--- src/common/atm_pkg.sv ---
`default_nettype none

package atm_pkg;

    ////////////////////////////////////////////////////////////////////////////
    // sizes
    ////////////////////////////////////////////////////////////////////////////

    localparam int num_ports  = 4;
    // header slots in the fifo, also the starting credit count
    localparam int fifo_depth = 4;

    ////////////////////////////////////////////////////////////////////////////
    // header fields
    ////////////////////////////////////////////////////////////////////////////

    typedef logic [11:0] nni_vpi_t;
    typedef logic [7:0]  uni_vpi_t;
    typedef logic [15:0] vci_t;
    typedef logic [2:0]  pt_t;
    typedef logic [3:0]  gfc_t;
    typedef logic [7:0]  hec_t;

    // one bit per transmit port
    typedef logic [num_ports-1:0] port_mask_t;

    // forwarding table word, mask in 15:12, gfc in 11:8, new vpi in 7:0
    typedef struct packed {
        port_mask_t mask;
        gfc_t       gfc;
        uni_vpi_t   vpi;
    } fwd_entry_t;

    // switched header as held in the fifo, 36 bits
    typedef struct packed {
        port_mask_t mask;
        gfc_t       gfc;
        uni_vpi_t   vpi;
        vci_t       vci;
        logic       clp;
        pt_t        pt;
    } cell_entry_t;

    ////////////////////////////////////////////////////////////////////////////
    // hec over a 32-bit header
    ////////////////////////////////////////////////////////////////////////////

    // crc-8, poly x^8+x^2+x+1, msb first, then xor with the 55h coset
    function automatic hec_t hec_calc(input logic [31:0] hdr);
        hec_t crc;
        logic fb;
        crc = '0;
        for (int i = 31; i >= 0; i--) begin
            fb  = crc[7] ^ hdr[i];
            crc = {crc[6:0], 1'b0};
            if (fb) begin
                crc = crc ^ 8'h07;
            end
        end
        return crc ^ 8'h55;
    endfunction

endpackage

`default_nettype wire

--- src/design/atm_header_switch.sv ---
`default_nettype none

module atm_header_switch import atm_pkg::*; (
    input  logic                         clk,
    input  logic                         rst_n,

    // nni receive ports
    input  port_mask_t                   rx_req,
    output port_mask_t                   rx_ack,
    input  nni_vpi_t   [num_ports-1:0]   rx_vpi,
    input  vci_t       [num_ports-1:0]   rx_vci,
    input  port_mask_t                   rx_clp,
    input  pt_t        [num_ports-1:0]   rx_pt,
    input  hec_t       [num_ports-1:0]   rx_hec,

    // forwarding table
    output logic                         fwd_rden,
    output uni_vpi_t                     fwd_addr,
    input  fwd_entry_t                   fwd_data,

    // uni transmit ports
    output port_mask_t                   tx_req,
    input  port_mask_t                   tx_ack,
    input  port_mask_t                   tx_full,
    output gfc_t                         tx_gfc,
    output uni_vpi_t                     tx_vpi,
    output vci_t                         tx_vci,
    output logic                         tx_clp,
    output pt_t                          tx_pt,
    output hec_t                         tx_hec
);

    logic        push;
    cell_entry_t push_entry;
    logic        credit_return;
    logic        pop;
    cell_entry_t head;
    logic        not_empty;

    ////////////////////////////////////////////////////////////////////////////
    // ingress, credit link, egress
    ////////////////////////////////////////////////////////////////////////////

    cell_ingress cell_ingress_inst (
        .clk           (clk),
        .rst_n         (rst_n),
        .rx_req        (rx_req),
        .rx_ack        (rx_ack),
        .rx_vpi        (rx_vpi),
        .rx_vci        (rx_vci),
        .rx_clp        (rx_clp),
        .rx_pt         (rx_pt),
        .rx_hec        (rx_hec),
        .fwd_rden      (fwd_rden),
        .fwd_addr      (fwd_addr),
        .fwd_data      (fwd_data),
        .push          (push),
        .push_entry    (push_entry),
        .credit_return (credit_return)
    );

    cell_fifo #(
        .depth (fifo_depth)
    ) cell_fifo_inst (
        .clk           (clk),
        .rst_n         (rst_n),
        .push          (push),
        .push_entry    (push_entry),
        .pop           (pop),
        .head          (head),
        .not_empty     (not_empty),
        .credit_return (credit_return)
    );

    cell_egress cell_egress_inst (
        .clk       (clk),
        .rst_n     (rst_n),
        .head      (head),
        .not_empty (not_empty),
        .pop       (pop),
        .tx_req    (tx_req),
        .tx_ack    (tx_ack),
        .tx_full   (tx_full),
        .tx_gfc    (tx_gfc),
        .tx_vpi    (tx_vpi),
        .tx_vci    (tx_vci),
        .tx_clp    (tx_clp),
        .tx_pt     (tx_pt),
        .tx_hec    (tx_hec)
    );

endmodule

`default_nettype wire

--- src/design/cell_fifo.sv ---
`default_nettype none

module cell_fifo import atm_pkg::*; #(
    parameter int depth = fifo_depth
) (
    input  logic        clk,
    input  logic        rst_n,

    input  logic        push,
    input  cell_entry_t push_entry,

    input  logic        pop,
    output cell_entry_t head,
    output logic        not_empty,
    output logic        credit_return
);

    cell_entry_t                  mem [depth];
    logic [$clog2(depth)-1:0]     wr_ptr;
    logic [$clog2(depth)-1:0]     rd_ptr;
    logic [$clog2(depth+1)-1:0]   count;
    logic                         pop_ok;

    ////////////////////////////////////////////////////////////////////////////
    // storage
    ////////////////////////////////////////////////////////////////////////////

    // writer never pushes without a credit, so no full check
    always_ff @(posedge clk) begin
        if (push) begin
            mem[wr_ptr] <= push_entry;
        end
    end

    assign head      = mem[rd_ptr];
    assign not_empty = (count != '0);
    assign pop_ok    = pop && not_empty;

    // each pop frees a slot upstream
    assign credit_return = pop_ok;

    ////////////////////////////////////////////////////////////////////////////
    // pointers and occupancy
    ////////////////////////////////////////////////////////////////////////////

    always_ff @(posedge clk or negedge rst_n) begin
        if (!rst_n) begin
            wr_ptr <= '0;
            rd_ptr <= '0;
            count  <= '0;
        end else begin
            if (push) begin
                wr_ptr <= (wr_ptr == depth - 1) ? '0 : wr_ptr + 1'b1;
            end
            if (pop_ok) begin
                rd_ptr <= (rd_ptr == depth - 1) ? '0 : rd_ptr + 1'b1;
            end
            case ({push, pop_ok})
                2'b10:   count <= count + 1'b1;
                2'b01:   count <= count - 1'b1;
                default: count <= count;
            endcase
        end
    end

endmodule

`default_nettype wire

--- src/egress/cell_egress.sv ---
`default_nettype none

module cell_egress import atm_pkg::*; (
    input  logic        clk,
    input  logic        rst_n,

    input  cell_entry_t head,
    input  logic        not_empty,
    output logic        pop,

    output port_mask_t  tx_req,
    input  port_mask_t  tx_ack,
    input  port_mask_t  tx_full,
    output gfc_t        tx_gfc,
    output uni_vpi_t    tx_vpi,
    output vci_t        tx_vci,
    output logic        tx_clp,
    output pt_t         tx_pt,
    output hec_t        tx_hec
);

    typedef enum logic [1:0] {st_idle, st_hec, st_send} state_t;

    state_t      state;
    cell_entry_t cur;
    hec_t        uni_hec;
    port_mask_t  done_mask;
    port_mask_t  done_next;
    logic        cell_done;

    assign pop = (state == st_idle) && not_empty;

    ////////////////////////////////////////////////////////////////////////////
    // current cell and uni hec
    ////////////////////////////////////////////////////////////////////////////

    always_ff @(posedge clk) begin
        if (pop) begin
            cur <= head;
        end
    end

    // uni order is gfc, vpi, vci, clp, pt
    always_ff @(posedge clk) begin
        if (state == st_hec) begin
            uni_hec <= hec_calc({cur.gfc, cur.vpi, cur.vci, cur.clp, cur.pt});
        end
    end

    // shared header bus, held until the next pop
    assign tx_gfc = cur.gfc;
    assign tx_vpi = cur.vpi;
    assign tx_vci = cur.vci;
    assign tx_clp = cur.clp;
    assign tx_pt  = cur.pt;
    assign tx_hec = uni_hec;

    ////////////////////////////////////////////////////////////////////////////
    // multicast handshake
    ////////////////////////////////////////////////////////////////////////////

    // unmasked ports count as done from the start
    assign done_next = done_mask | ~cur.mask | (tx_ack & tx_req);
    assign cell_done = (state == st_send) && (&done_next);

    always_ff @(posedge clk or negedge rst_n) begin
        if (!rst_n) begin
            state     <= st_idle;
            done_mask <= '0;
        end else begin
            case (state)
                st_idle: if (pop) state <= st_hec;
                st_hec:  state <= st_send;
                st_send: if (cell_done) state <= st_idle;
                default: state <= st_idle;
            endcase
            if (cell_done) begin
                done_mask <= '0;
            end else if (state == st_send) begin
                done_mask <= done_next;
            end
        end
    end

    // request waits while the port reports full
    always_ff @(posedge clk or negedge rst_n) begin
        if (!rst_n) begin
            tx_req <= '0;
        end else begin
            for (int p = 0; p < num_ports; p++) begin
                if (tx_ack[p]) begin
                    tx_req[p] <= 1'b0;
                end else if ((state == st_send) && cur.mask[p] && !done_mask[p]
                             && !tx_full[p]) begin
                    tx_req[p] <= 1'b1;
                end
            end
        end
    end

endmodule

`default_nettype wire

--- src/ingress/cell_ingress.sv ---
`default_nettype none

module cell_ingress import atm_pkg::*; (
    input  logic                         clk,
    input  logic                         rst_n,

    input  port_mask_t                   rx_req,
    output port_mask_t                   rx_ack,
    input  nni_vpi_t   [num_ports-1:0]   rx_vpi,
    input  vci_t       [num_ports-1:0]   rx_vci,
    input  port_mask_t                   rx_clp,
    input  pt_t        [num_ports-1:0]   rx_pt,
    input  hec_t       [num_ports-1:0]   rx_hec,

    output logic                         fwd_rden,
    output uni_vpi_t                     fwd_addr,
    input  fwd_entry_t                   fwd_data,

    output logic                         push,
    output cell_entry_t                  push_entry,
    input  logic                         credit_return
);

    typedef enum logic {st_idle, st_check} state_t;
    typedef logic [$clog2(num_ports)-1:0]    port_idx_t;
    typedef logic [$clog2(fifo_depth+1)-1:0] credit_t;

    state_t    state;
    credit_t   credits;
    port_idx_t sel_idx;
    logic      select;
    logic      hec_ok;

    // captured nni header
    nni_vpi_t  cap_vpi;
    vci_t      cap_vci;
    logic      cap_clp;
    pt_t       cap_pt;
    hec_t      cap_hec;

    ////////////////////////////////////////////////////////////////////////////
    // fixed priority select, port 3 wins
    ////////////////////////////////////////////////////////////////////////////

    always_comb begin
        sel_idx = '0;
        for (int p = 0; p < num_ports; p++) begin
            if (rx_req[p]) begin
                sel_idx = port_idx_t'(p);
            end
        end
    end

    // no credit, no select
    assign select   = (state == st_idle) && (credits != '0) && (|rx_req);
    assign fwd_rden = select;
    assign fwd_addr = rx_vpi[sel_idx][7:0];

    always_ff @(posedge clk or negedge rst_n) begin
        if (!rst_n) begin
            state  <= st_idle;
            rx_ack <= '0;
        end else begin
            rx_ack <= select ? (port_mask_t'(1) << sel_idx) : '0;
            case (state)
                st_idle:  if (select) state <= st_check;
                default:  state <= st_idle;
            endcase
        end
    end

    always_ff @(posedge clk) begin
        if (select) begin
            cap_vpi <= rx_vpi[sel_idx];
            cap_vci <= rx_vci[sel_idx];
            cap_clp <= rx_clp[sel_idx];
            cap_pt  <= rx_pt[sel_idx];
            cap_hec <= rx_hec[sel_idx];
        end
    end

    ////////////////////////////////////////////////////////////////////////////
    // check cycle, table word arrives here
    ////////////////////////////////////////////////////////////////////////////

    assign hec_ok = hec_calc({cap_vpi, cap_vci, cap_clp, cap_pt}) == cap_hec;

    // bad hec or empty mask just falls back to idle
    assign push = (state == st_check) && hec_ok && (fwd_data.mask != '0);

    assign push_entry.mask = fwd_data.mask;
    assign push_entry.gfc  = fwd_data.gfc;
    assign push_entry.vpi  = fwd_data.vpi;
    assign push_entry.vci  = cap_vci;
    assign push_entry.clp  = cap_clp;
    assign push_entry.pt   = cap_pt;

    // one credit per fifo slot
    always_ff @(posedge clk or negedge rst_n) begin
        if (!rst_n) begin
            credits <= credit_t'(fifo_depth);
        end else begin
            case ({push, credit_return})
                2'b10:   credits <= credits - 1'b1;
                2'b01:   credits <= credits + 1'b1;
                default: credits <= credits;
            endcase
        end
    end

endmodule

`default_nettype wire

--- config.mk ---
export PLATFORM = sky130hd
export DESIGN_NAME = atm_header_switch
export DESIGN_NICKNAME = d
export VERILOG_FILES = /design/src/common/atm_pkg.sv /design/src/design/atm_header_switch.sv /design/src/design/cell_fifo.sv /design/src/egress/cell_egress.sv /design/src/ingress/cell_ingress.sv
export SDC_FILE = /design/constraint.sdc
export NUM_CORES = 1
export LEC_CHECK = 0
export ABC_AREA = 1
export BUFFER_PORTS_ARGS = -buffer_cell sky130_fd_sc_hd__clkbuf_2
export CORE_ASPECT_RATIO = 0.7
export CORE_MARGIN = 1.5
export CORE_UTILIZATION = 30
export DETAILED_ROUTE_END_ITERATION = 7
export GPL_TIMING_DRIVEN = 0
export HOLD_SLACK_MARGIN = 0.12
export PLACE_DENSITY = 0.48
export SYNTH_ARGS = -nofsm -noshare
export SYNTH_HDL_FRONTEND = slang
export SYNTH_HIERARCHICAL = 1
export SYNTH_SLANG_ARGS = --single-unit
--- constraint.sdc ---
create_clock -name clk -period 4.7 [get_ports clk]
set_clock_uncertainty 0.05 [all_clocks]
set_input_delay 0.235 -clock clk [delete_from_list [all_inputs] [get_ports clk]]
set_output_delay 0.235 -clock clk [all_outputs]
set_load 0.05 [all_outputs]
Word-level counts from Yosys, hierarchy flattened. Memories as Yosys holds them, arrays and structs flattened. A register that Yosys moved wholly into a read port is not among the register bits. Index checks and enable logic that the tools add are counted.

Input bits: 190. Memory bits (writable): 144. Logic and storage cells: 338. Flip-flop bits (word level): 73. Memories: 1. Output and inout bits: 57.

$lt $le $gt $ge: 1. Shift operators: 1. $add $sub $neg: 6. Mux-type cells: 131. Equality and inequality tests: 9. Reductions and logical operators: 40. Bitwise gates (word level): 131.

Memories: cell_fifo_inst.mem (words 4, width 36, read ports 1, clocked after Yosys merged registers in 1, write ports 1, RTL line cell_fifo.sv:18) `cell_entry_t mem [depth];`.

Operators by type and width (count): 8-bit two-way mux (33); 3-bit two-way mux (65); 3-bit NOT (62); 1-bit XOR (57); 16-bit binary-select mux with 2-bit select (1); 12-bit binary-select mux with 2-bit select (1); 1-bit logical AND (19); 8-bit binary-select mux with 2-bit select (1); 16-bit two-way mux (1); 1-bit two-way mux (14); 12-bit two-way mux (1); 2-bit two-way mux (6); 4-bit two-way mux (3); 4-bit NOT (3); 3-bit case mux with 2 select lines (2); 2-bit nonzero test (6); 2-bit == test (second input constant) (4); 8-bit == test (1); 1-bit zero test (8); 4-bit bitwise OR (2); 3-bit by 1-bit adder with 3-bit output (second input constant) (2); 3-bit binary-select mux with 2-bit select (1); 2-bit case mux with 3 select lines (1); 3-bit nonzero test (2); 16 further kinds (23).

Logic depth before layout (Yosys ltp).
Depth in word-level cells: 96. Depth in mapped cells: 36. Depth with buffers taken out: 35.

Modules after synthesis. The synthesis kept the hierarchy.

Modules (own cells, without submodules): cell_fifo (area each 6185.9 um^2, cells each 476, times used 1, seq. area each 4499.3 um^2); cell_ingress (area each 4510.6 um^2, cells each 701, times used 1, seq. area each 1402.6 um^2); cell_egress (area each 3360.7 um^2, cells each 411, times used 1, seq. area each 1571.5 um^2).

Worst setup path after synthesis. Ideal clock, no wire load.

Path kind: in2reg. Start point: in rx_req[3]. End point: reg cell_ingress_inst.rx_ack[2]. Library setup time: 107 ps. Stages on the path: 9. Slack: 855 ps. Data arrival time: 3688 ps. Cells stage by stage: clkbuf_1 > nor2_1 > inv_2 > nor2_1 > inv_1 > nor2_1 > nor2_1 > inv_1 > nor4_1.

Word-level cells in the longest chain between the ends: 3. Elaborated cells between the ends (all ways): 5. Those cells by class: shift (1); mux (2); reduce/logical (2).

RTL lines: start, declared (RTL line atm_header_switch.sv:8) `input port_mask_t rx_req,`; 4-bit OR reduction (RTL line cell_ingress.sv:55) `assign select = (state == st_idle) && (credits != '0) && (|rx_req);`; 1-bit logical AND (RTL line cell_ingress.sv:55); net fwd_rden (RTL line atm_header_switch.sv:17) `output logic fwd_rden,`; 4-bit two-way mux (RTL line cell_ingress.sv:64) `rx_ack <= select ? (port_mask_t'(1) << sel_idx) : '0;`; end signal, assigned (RTL line cell_ingress.sv:64); end, declared (RTL line cell_ingress.sv:8) `output port_mask_t rx_ack,`.

The timed path passes the listed nets, and every way through them passes these cells. A chain may end at the register's enable or synchronous reset.

Final worst setup path.
Start point: reg cell_ingress_inst.cap_vpi[8]. End point: mem cell_fifo_inst/mem[0][12] in the netlist's numbering (enable).

Word-level cells in the longest chain between the ends: 30. Elaborated cells between the ends (all ways): 73. Those cells by class: eq/ne (1); mux (27); bitwise (43); reduce/logical (2).

RTL lines: start, declared (RTL line cell_ingress.sv:35) `nni_vpi_t cap_vpi;`; start signal, assigned (RTL line cell_ingress.sv:74) `cap_vpi <= rx_vpi[sel_idx];`; 1-bit XOR * (RTL line atm_pkg.sv:54) `fb = crc[7] ^ hdr[i];`; 3-bit two-way mux * (RTL line atm_pkg.sv:56) `if (fb) begin`; 3-bit NOT (no source line); 3-bit two-way mux (RTL line atm_pkg.sv:56); 3-bit NOT (no source line); 3-bit two-way mux (RTL line atm_pkg.sv:56); 1-bit XOR (RTL line atm_pkg.sv:54); 3-bit two-way mux (RTL line atm_pkg.sv:56); (+14 left out); 3-bit NOT (no source line); 3-bit two-way mux (RTL line atm_pkg.sv:56); 4-bit NOT (no source line); 8-bit == test * (RTL line cell_ingress.sv:86) `assign hec_ok = hec_calc({cap_vpi, cap_vci, cap_clp, cap_pt}) == cap_hec;`; 1-bit logical AND * (2 in series) (RTL line cell_ingress.sv:89) `assign push = (state == st_check) && hec_ok && (fwd_data.mask != '0);`; net push (RTL line atm_header_switch.sv:33) `logic push;`; 1-bit two-way mux * (RTL line cell_fifo.sv:30) `if (push) begin`; 1-bit two-way mux (not written as such) * (RTL line cell_fifo.sv:31) `mem[wr_ptr] <= push_entry;`; end, declared (RTL line cell_fifo.sv:18).

The timed path passes the listed nets; every way through them passes the cells marked *.

==> results.yml <==
run_status:
  status: "complete, but fails checks"
  violations: "DRC"
sta:
  setup_slack_ns: 0.612
  period_share: 0.870
  worst_hold_slack_ns: 0.174
  max-slew-margin-rel: 0.439
  finalSetupViolCount: 0
  rsz0062_at_grt: "false"
  layout_min_cycle_time_ns: 4.09
  finalHoldViolCount: 0
  fmax_mhz: 245
  slew_violations: 0
  worst_slew_pin_slew_ns: 0.831
clocking:
  clk_latency_ns: 0.56
  cts_buffer_depth: 3
  clockRootBuffer: "clkbuf_16"
  cts_tree: "yes"
  path_clk_slew_ns: 0.06
  postCtsResizedCells: 0
  h-tree-depth: 1
  clock_sinks: 253
  cts_buffers: 28
worst_setup_path:
  path_class: "flop to flop"
  worstPathMaxFanout: 24
  r2r-start: "cell_ingress_inst/cap_vpi[8]$_DFFE_PP_"
  r2r_setup_slack_ns: 0.61
  endpoint_kind: "flop"
  critPathLaunchType: "flop"
  crit-reg2reg-capture: "cell_fifo_inst/mem[0][12]$_DFFE_PP_"
  critPathArrivalTime_ns: 4.27
  worstPathRequired_ns: 4.88
  worstRegToRegCells: 27
synthesis:
  synth_nets: 1787
  synth_top_family_by_area: "simple AND/OR/NAND/NOR gates"
  synthesis.instances: 1588
  ys_seq_area_frac: 0.532
  synth_warnings: 6
  yosys.area_share.simple: 0.286
  netlist_area_um2: 14100
  synth-compound-area-share: 0.0515
  synth_seq_cells: 253
  synth_fa_ha_area_frac: 0.00908
  avgSynthCellArea_um2: 8.85
  synth_xor_xnor_area_share: 0.0203
  synthMuxAreaShare: 0.000801
  synthDistinctLibCells: 37
power:
  vdd_drop_max_mv: 0.291
  fin_total_pwr_w: 0.00691
  power_density_nw_per_um2: 382
  p_leak_nw: 8.14
finish:
  areaGrowthSynthToFinish_pct: 28.7
  regArea_um2: 7470
  final_cells: 2597
  fill_cells: 4640
  multi_input_area_um2: 5180
  n_antenna_cell: 0
  drive_above_1_share: 0.231
  nNetsFinal: 2162
floorplanning:
  num_rows: 66
  start_util: 0.303
  die_x_um: 262
  pin_count: 247
  dieArea_um2: 48200
  die_h_um: 184
  core_um2: 46300
route:
  drc: 6
  drtAntennaViolNets: 0
  viasPerCell: 4.56
  wl_per_cell_um: 15.3
  drt_iter0_markers: 636
  first_pass_iters: 8
  num_vias: 11852
  routed_wl_mm: 39.7
placement:
  dp_slack_ns: 0.609
  portBuffers: 232
  placed_cells: 2438
  hpwl_mm: 30.8
  place.gp.congestion: 0.909
global_routing:
  grt_overflow_total: 0
  antenna_found_initial: 0
  grt_pass1_vias: 11608
  track_usage: 0.165
  grt_max_degree: 36
  grt_pass1_wl_mm: 61.4
run:
  maxCapViolations: 0
min_path:
  min_from: "rx_vci[47]"
  hold_depth: 3
  hold-path-endpoint: "cell_ingress_inst/cap_vci[15]$_DFFE_PP_"
  worstHoldPathType: "input port to flop"
how the worst max path moves through the flow:
stage                     slack (ns)                                     to                                   start
after floorplan                 0.86  cell_ingress_inst/rx_ack[2]$_DFF_PN0_                               rx_req[3]
after global placement         -0.17    cell_fifo_inst/mem[1][20]$_DFFE_PP_  cell_ingress_inst/cap_vpi[8]$_DFFE_PP_
after detailed placement        0.61    cell_fifo_inst/count[1]$_DFFE_PN0P_  cell_ingress_inst/cap_vpi[8]$_DFFE_PP_
after CTS                       0.62    cell_fifo_inst/mem[0][12]$_DFFE_PP_  cell_ingress_inst/cap_vpi[8]$_DFFE_PP_
after global routing            0.14    cell_fifo_inst/count[2]$_DFFE_PN0P_  cell_ingress_inst/cap_vpi[8]$_DFFE_PP_
final                           0.61    cell_fifo_inst/mem[0][12]$_DFFE_PP_  cell_ingress_inst/cap_vpi[8]$_DFFE_PP_
worst max-delay path, stage by stage, from the launching register on:
cell      delay, ns
edfxtp_1       0.48
inv_2          0.13
nand2_1        0.05
nand2_1        0.09
nand2_1        0.07
nand2_1        0.16
inv_1          0.07
nand2_2        0.09
nand2_2        0.07
nand2_1        0.08
nand3_1        0.08
nand2_1        0.21
nand3_1        0.14
nand2_1        0.17
nand3_1        0.11
nand2_2        0.13
inv_2          0.04
nand2_2        0.06
nand2_1        0.07
nand2_1        0.08
nand2_1        0.05
nor2_1         0.09
nand3_1        0.07
nor2_1         0.13
clkbuf_1       0.30
nand2_1        0.11
inv_2          0.32
buf_12         0.25
power by group:
| part | total, W | switching [W] | internal [W] |
|---|---|---|---|
| registers | 0.00270 | 0.0000877 | 0.00261 |
| clock network | 0.00213 | 0.000875 | 0.00126 |
| logic | 0.00208 | 0.00132 | 0.000764 |
| total | 0.00691 | 0.00228 | 0.00463 |
placed cells by master, fill, tap and decap left out, drive strengths merged:
master and instances:
bufinv 3, xnor3 2, nand3b 14, nand4 38, ha 7, dfrtp 24
o31ai 1, a31oi 4, o41ai 1, or2 1, o21ai 10, xor2 15
edfxtp 228, xnor2 9, a21oi 6, o22ai 4, mux2 1, nand2 589
clkbuf 288, inv 204, nor2 30, dfstp 1, dlygate4sd3 107, nor4 2
fa 2, clkinv 15, nor3 11, o211ai 77, buf 80, clkinvlp 1
nand3 210
layout make-up:
| type | count | area share |
|---|---|---|
| sequential | 253 | 0.413 |
| multi-input combinational | 1034 | 0.286 |
| timing repair buffer | 345 | 0.130 |
| inverter | 204 | 0.0423 |
| tap | 612 | 0.0423 |
| clock buffer | 33 | 0.0398 |
| buffer | 97 | 0.0362 |
| clock inverter | 19 | 0.00996 |
cell families after synthesis:
group,after synthesis
and+or+nand+nor,895
buffers and inverters,301
DFF,253
AOI/OAI and AO/OA,103
xor gates and xnor gates,26
adders and majority gates,9
muxes,1
timing repair:
item,in CTS,in global routing
setup buffers,0,0
hold endpoints to repair,139,1
hold buffers,106,1
synth_stat cells, drive strengths merged:
library cell    n  share of area
or2             1        0.00045
o41ai           1        0.00062
mux2            1        0.00080
ha              7         0.0062
nand4          38          0.017
o211ai         77          0.041
nand2         589           0.17
inv           204          0.054
nor2           30         0.0084
clkbuf         23         0.0061
xor2           15          0.010
nand3b         14         0.0075
dfrtp          24          0.043
a21oi           6         0.0021
nor3           11         0.0039
xnor2           9         0.0067
edfxtp        228           0.49
o22ai           4         0.0018
fa              2         0.0028
a31oi           4         0.0018
o21ai          10         0.0036
o31ai           1        0.00053
nand3         210          0.079
buf            74          0.040
dfstp           1         0.0019
nor4            2        0.00089
xnor3           2         0.0032
registers in the layout (all words and copies together) (netlist names), 4 cells and up:
register / cells
cell_egress_inst/cur: 4
cell_egress_inst/done_mask: 4
cell_egress_inst/tx_gfc: 4
cell_egress_inst/tx_hec: 8
cell_egress_inst/tx_req: 4
cell_egress_inst/tx_vci: 16
cell_egress_inst/tx_vpi: 8
cell_fifo_inst/mem: 144
cell_ingress_inst/cap_hec: 8
cell_ingress_inst/cap_vci: 16
cell_ingress_inst/cap_vpi: 12
cell_ingress_inst/rx_ack: 4
per-layer routing:
metal / vias up / part of all wire / routed length (um) / track usage
met2: 333 / 0.46 / 18300 / 0.278
met5: - / 0 / 0 / 0
met1: 5432 / 0.45 / 17900 / 0.213
li1: 6015 / - / - / -
met4: 0 / 0.036 / 1440 / 0.0614
met3: 72 / 0.052 / 2080 / 0.0282
metrics by stage:
step / instance area (um2) / TNS (ns) / utilization
floorplan: 14100 / 0 / -
global placement: 16000 / -18.14 / 0.345
detailed placement: 16100 / 0 / 0.348
CTS: 18100 / 0 / 0.390
global route: 18100 / 0 / 0.391
finish: 18100 / 0 / 0.391
No activity file was read; power rests on OpenSTA's default activity.
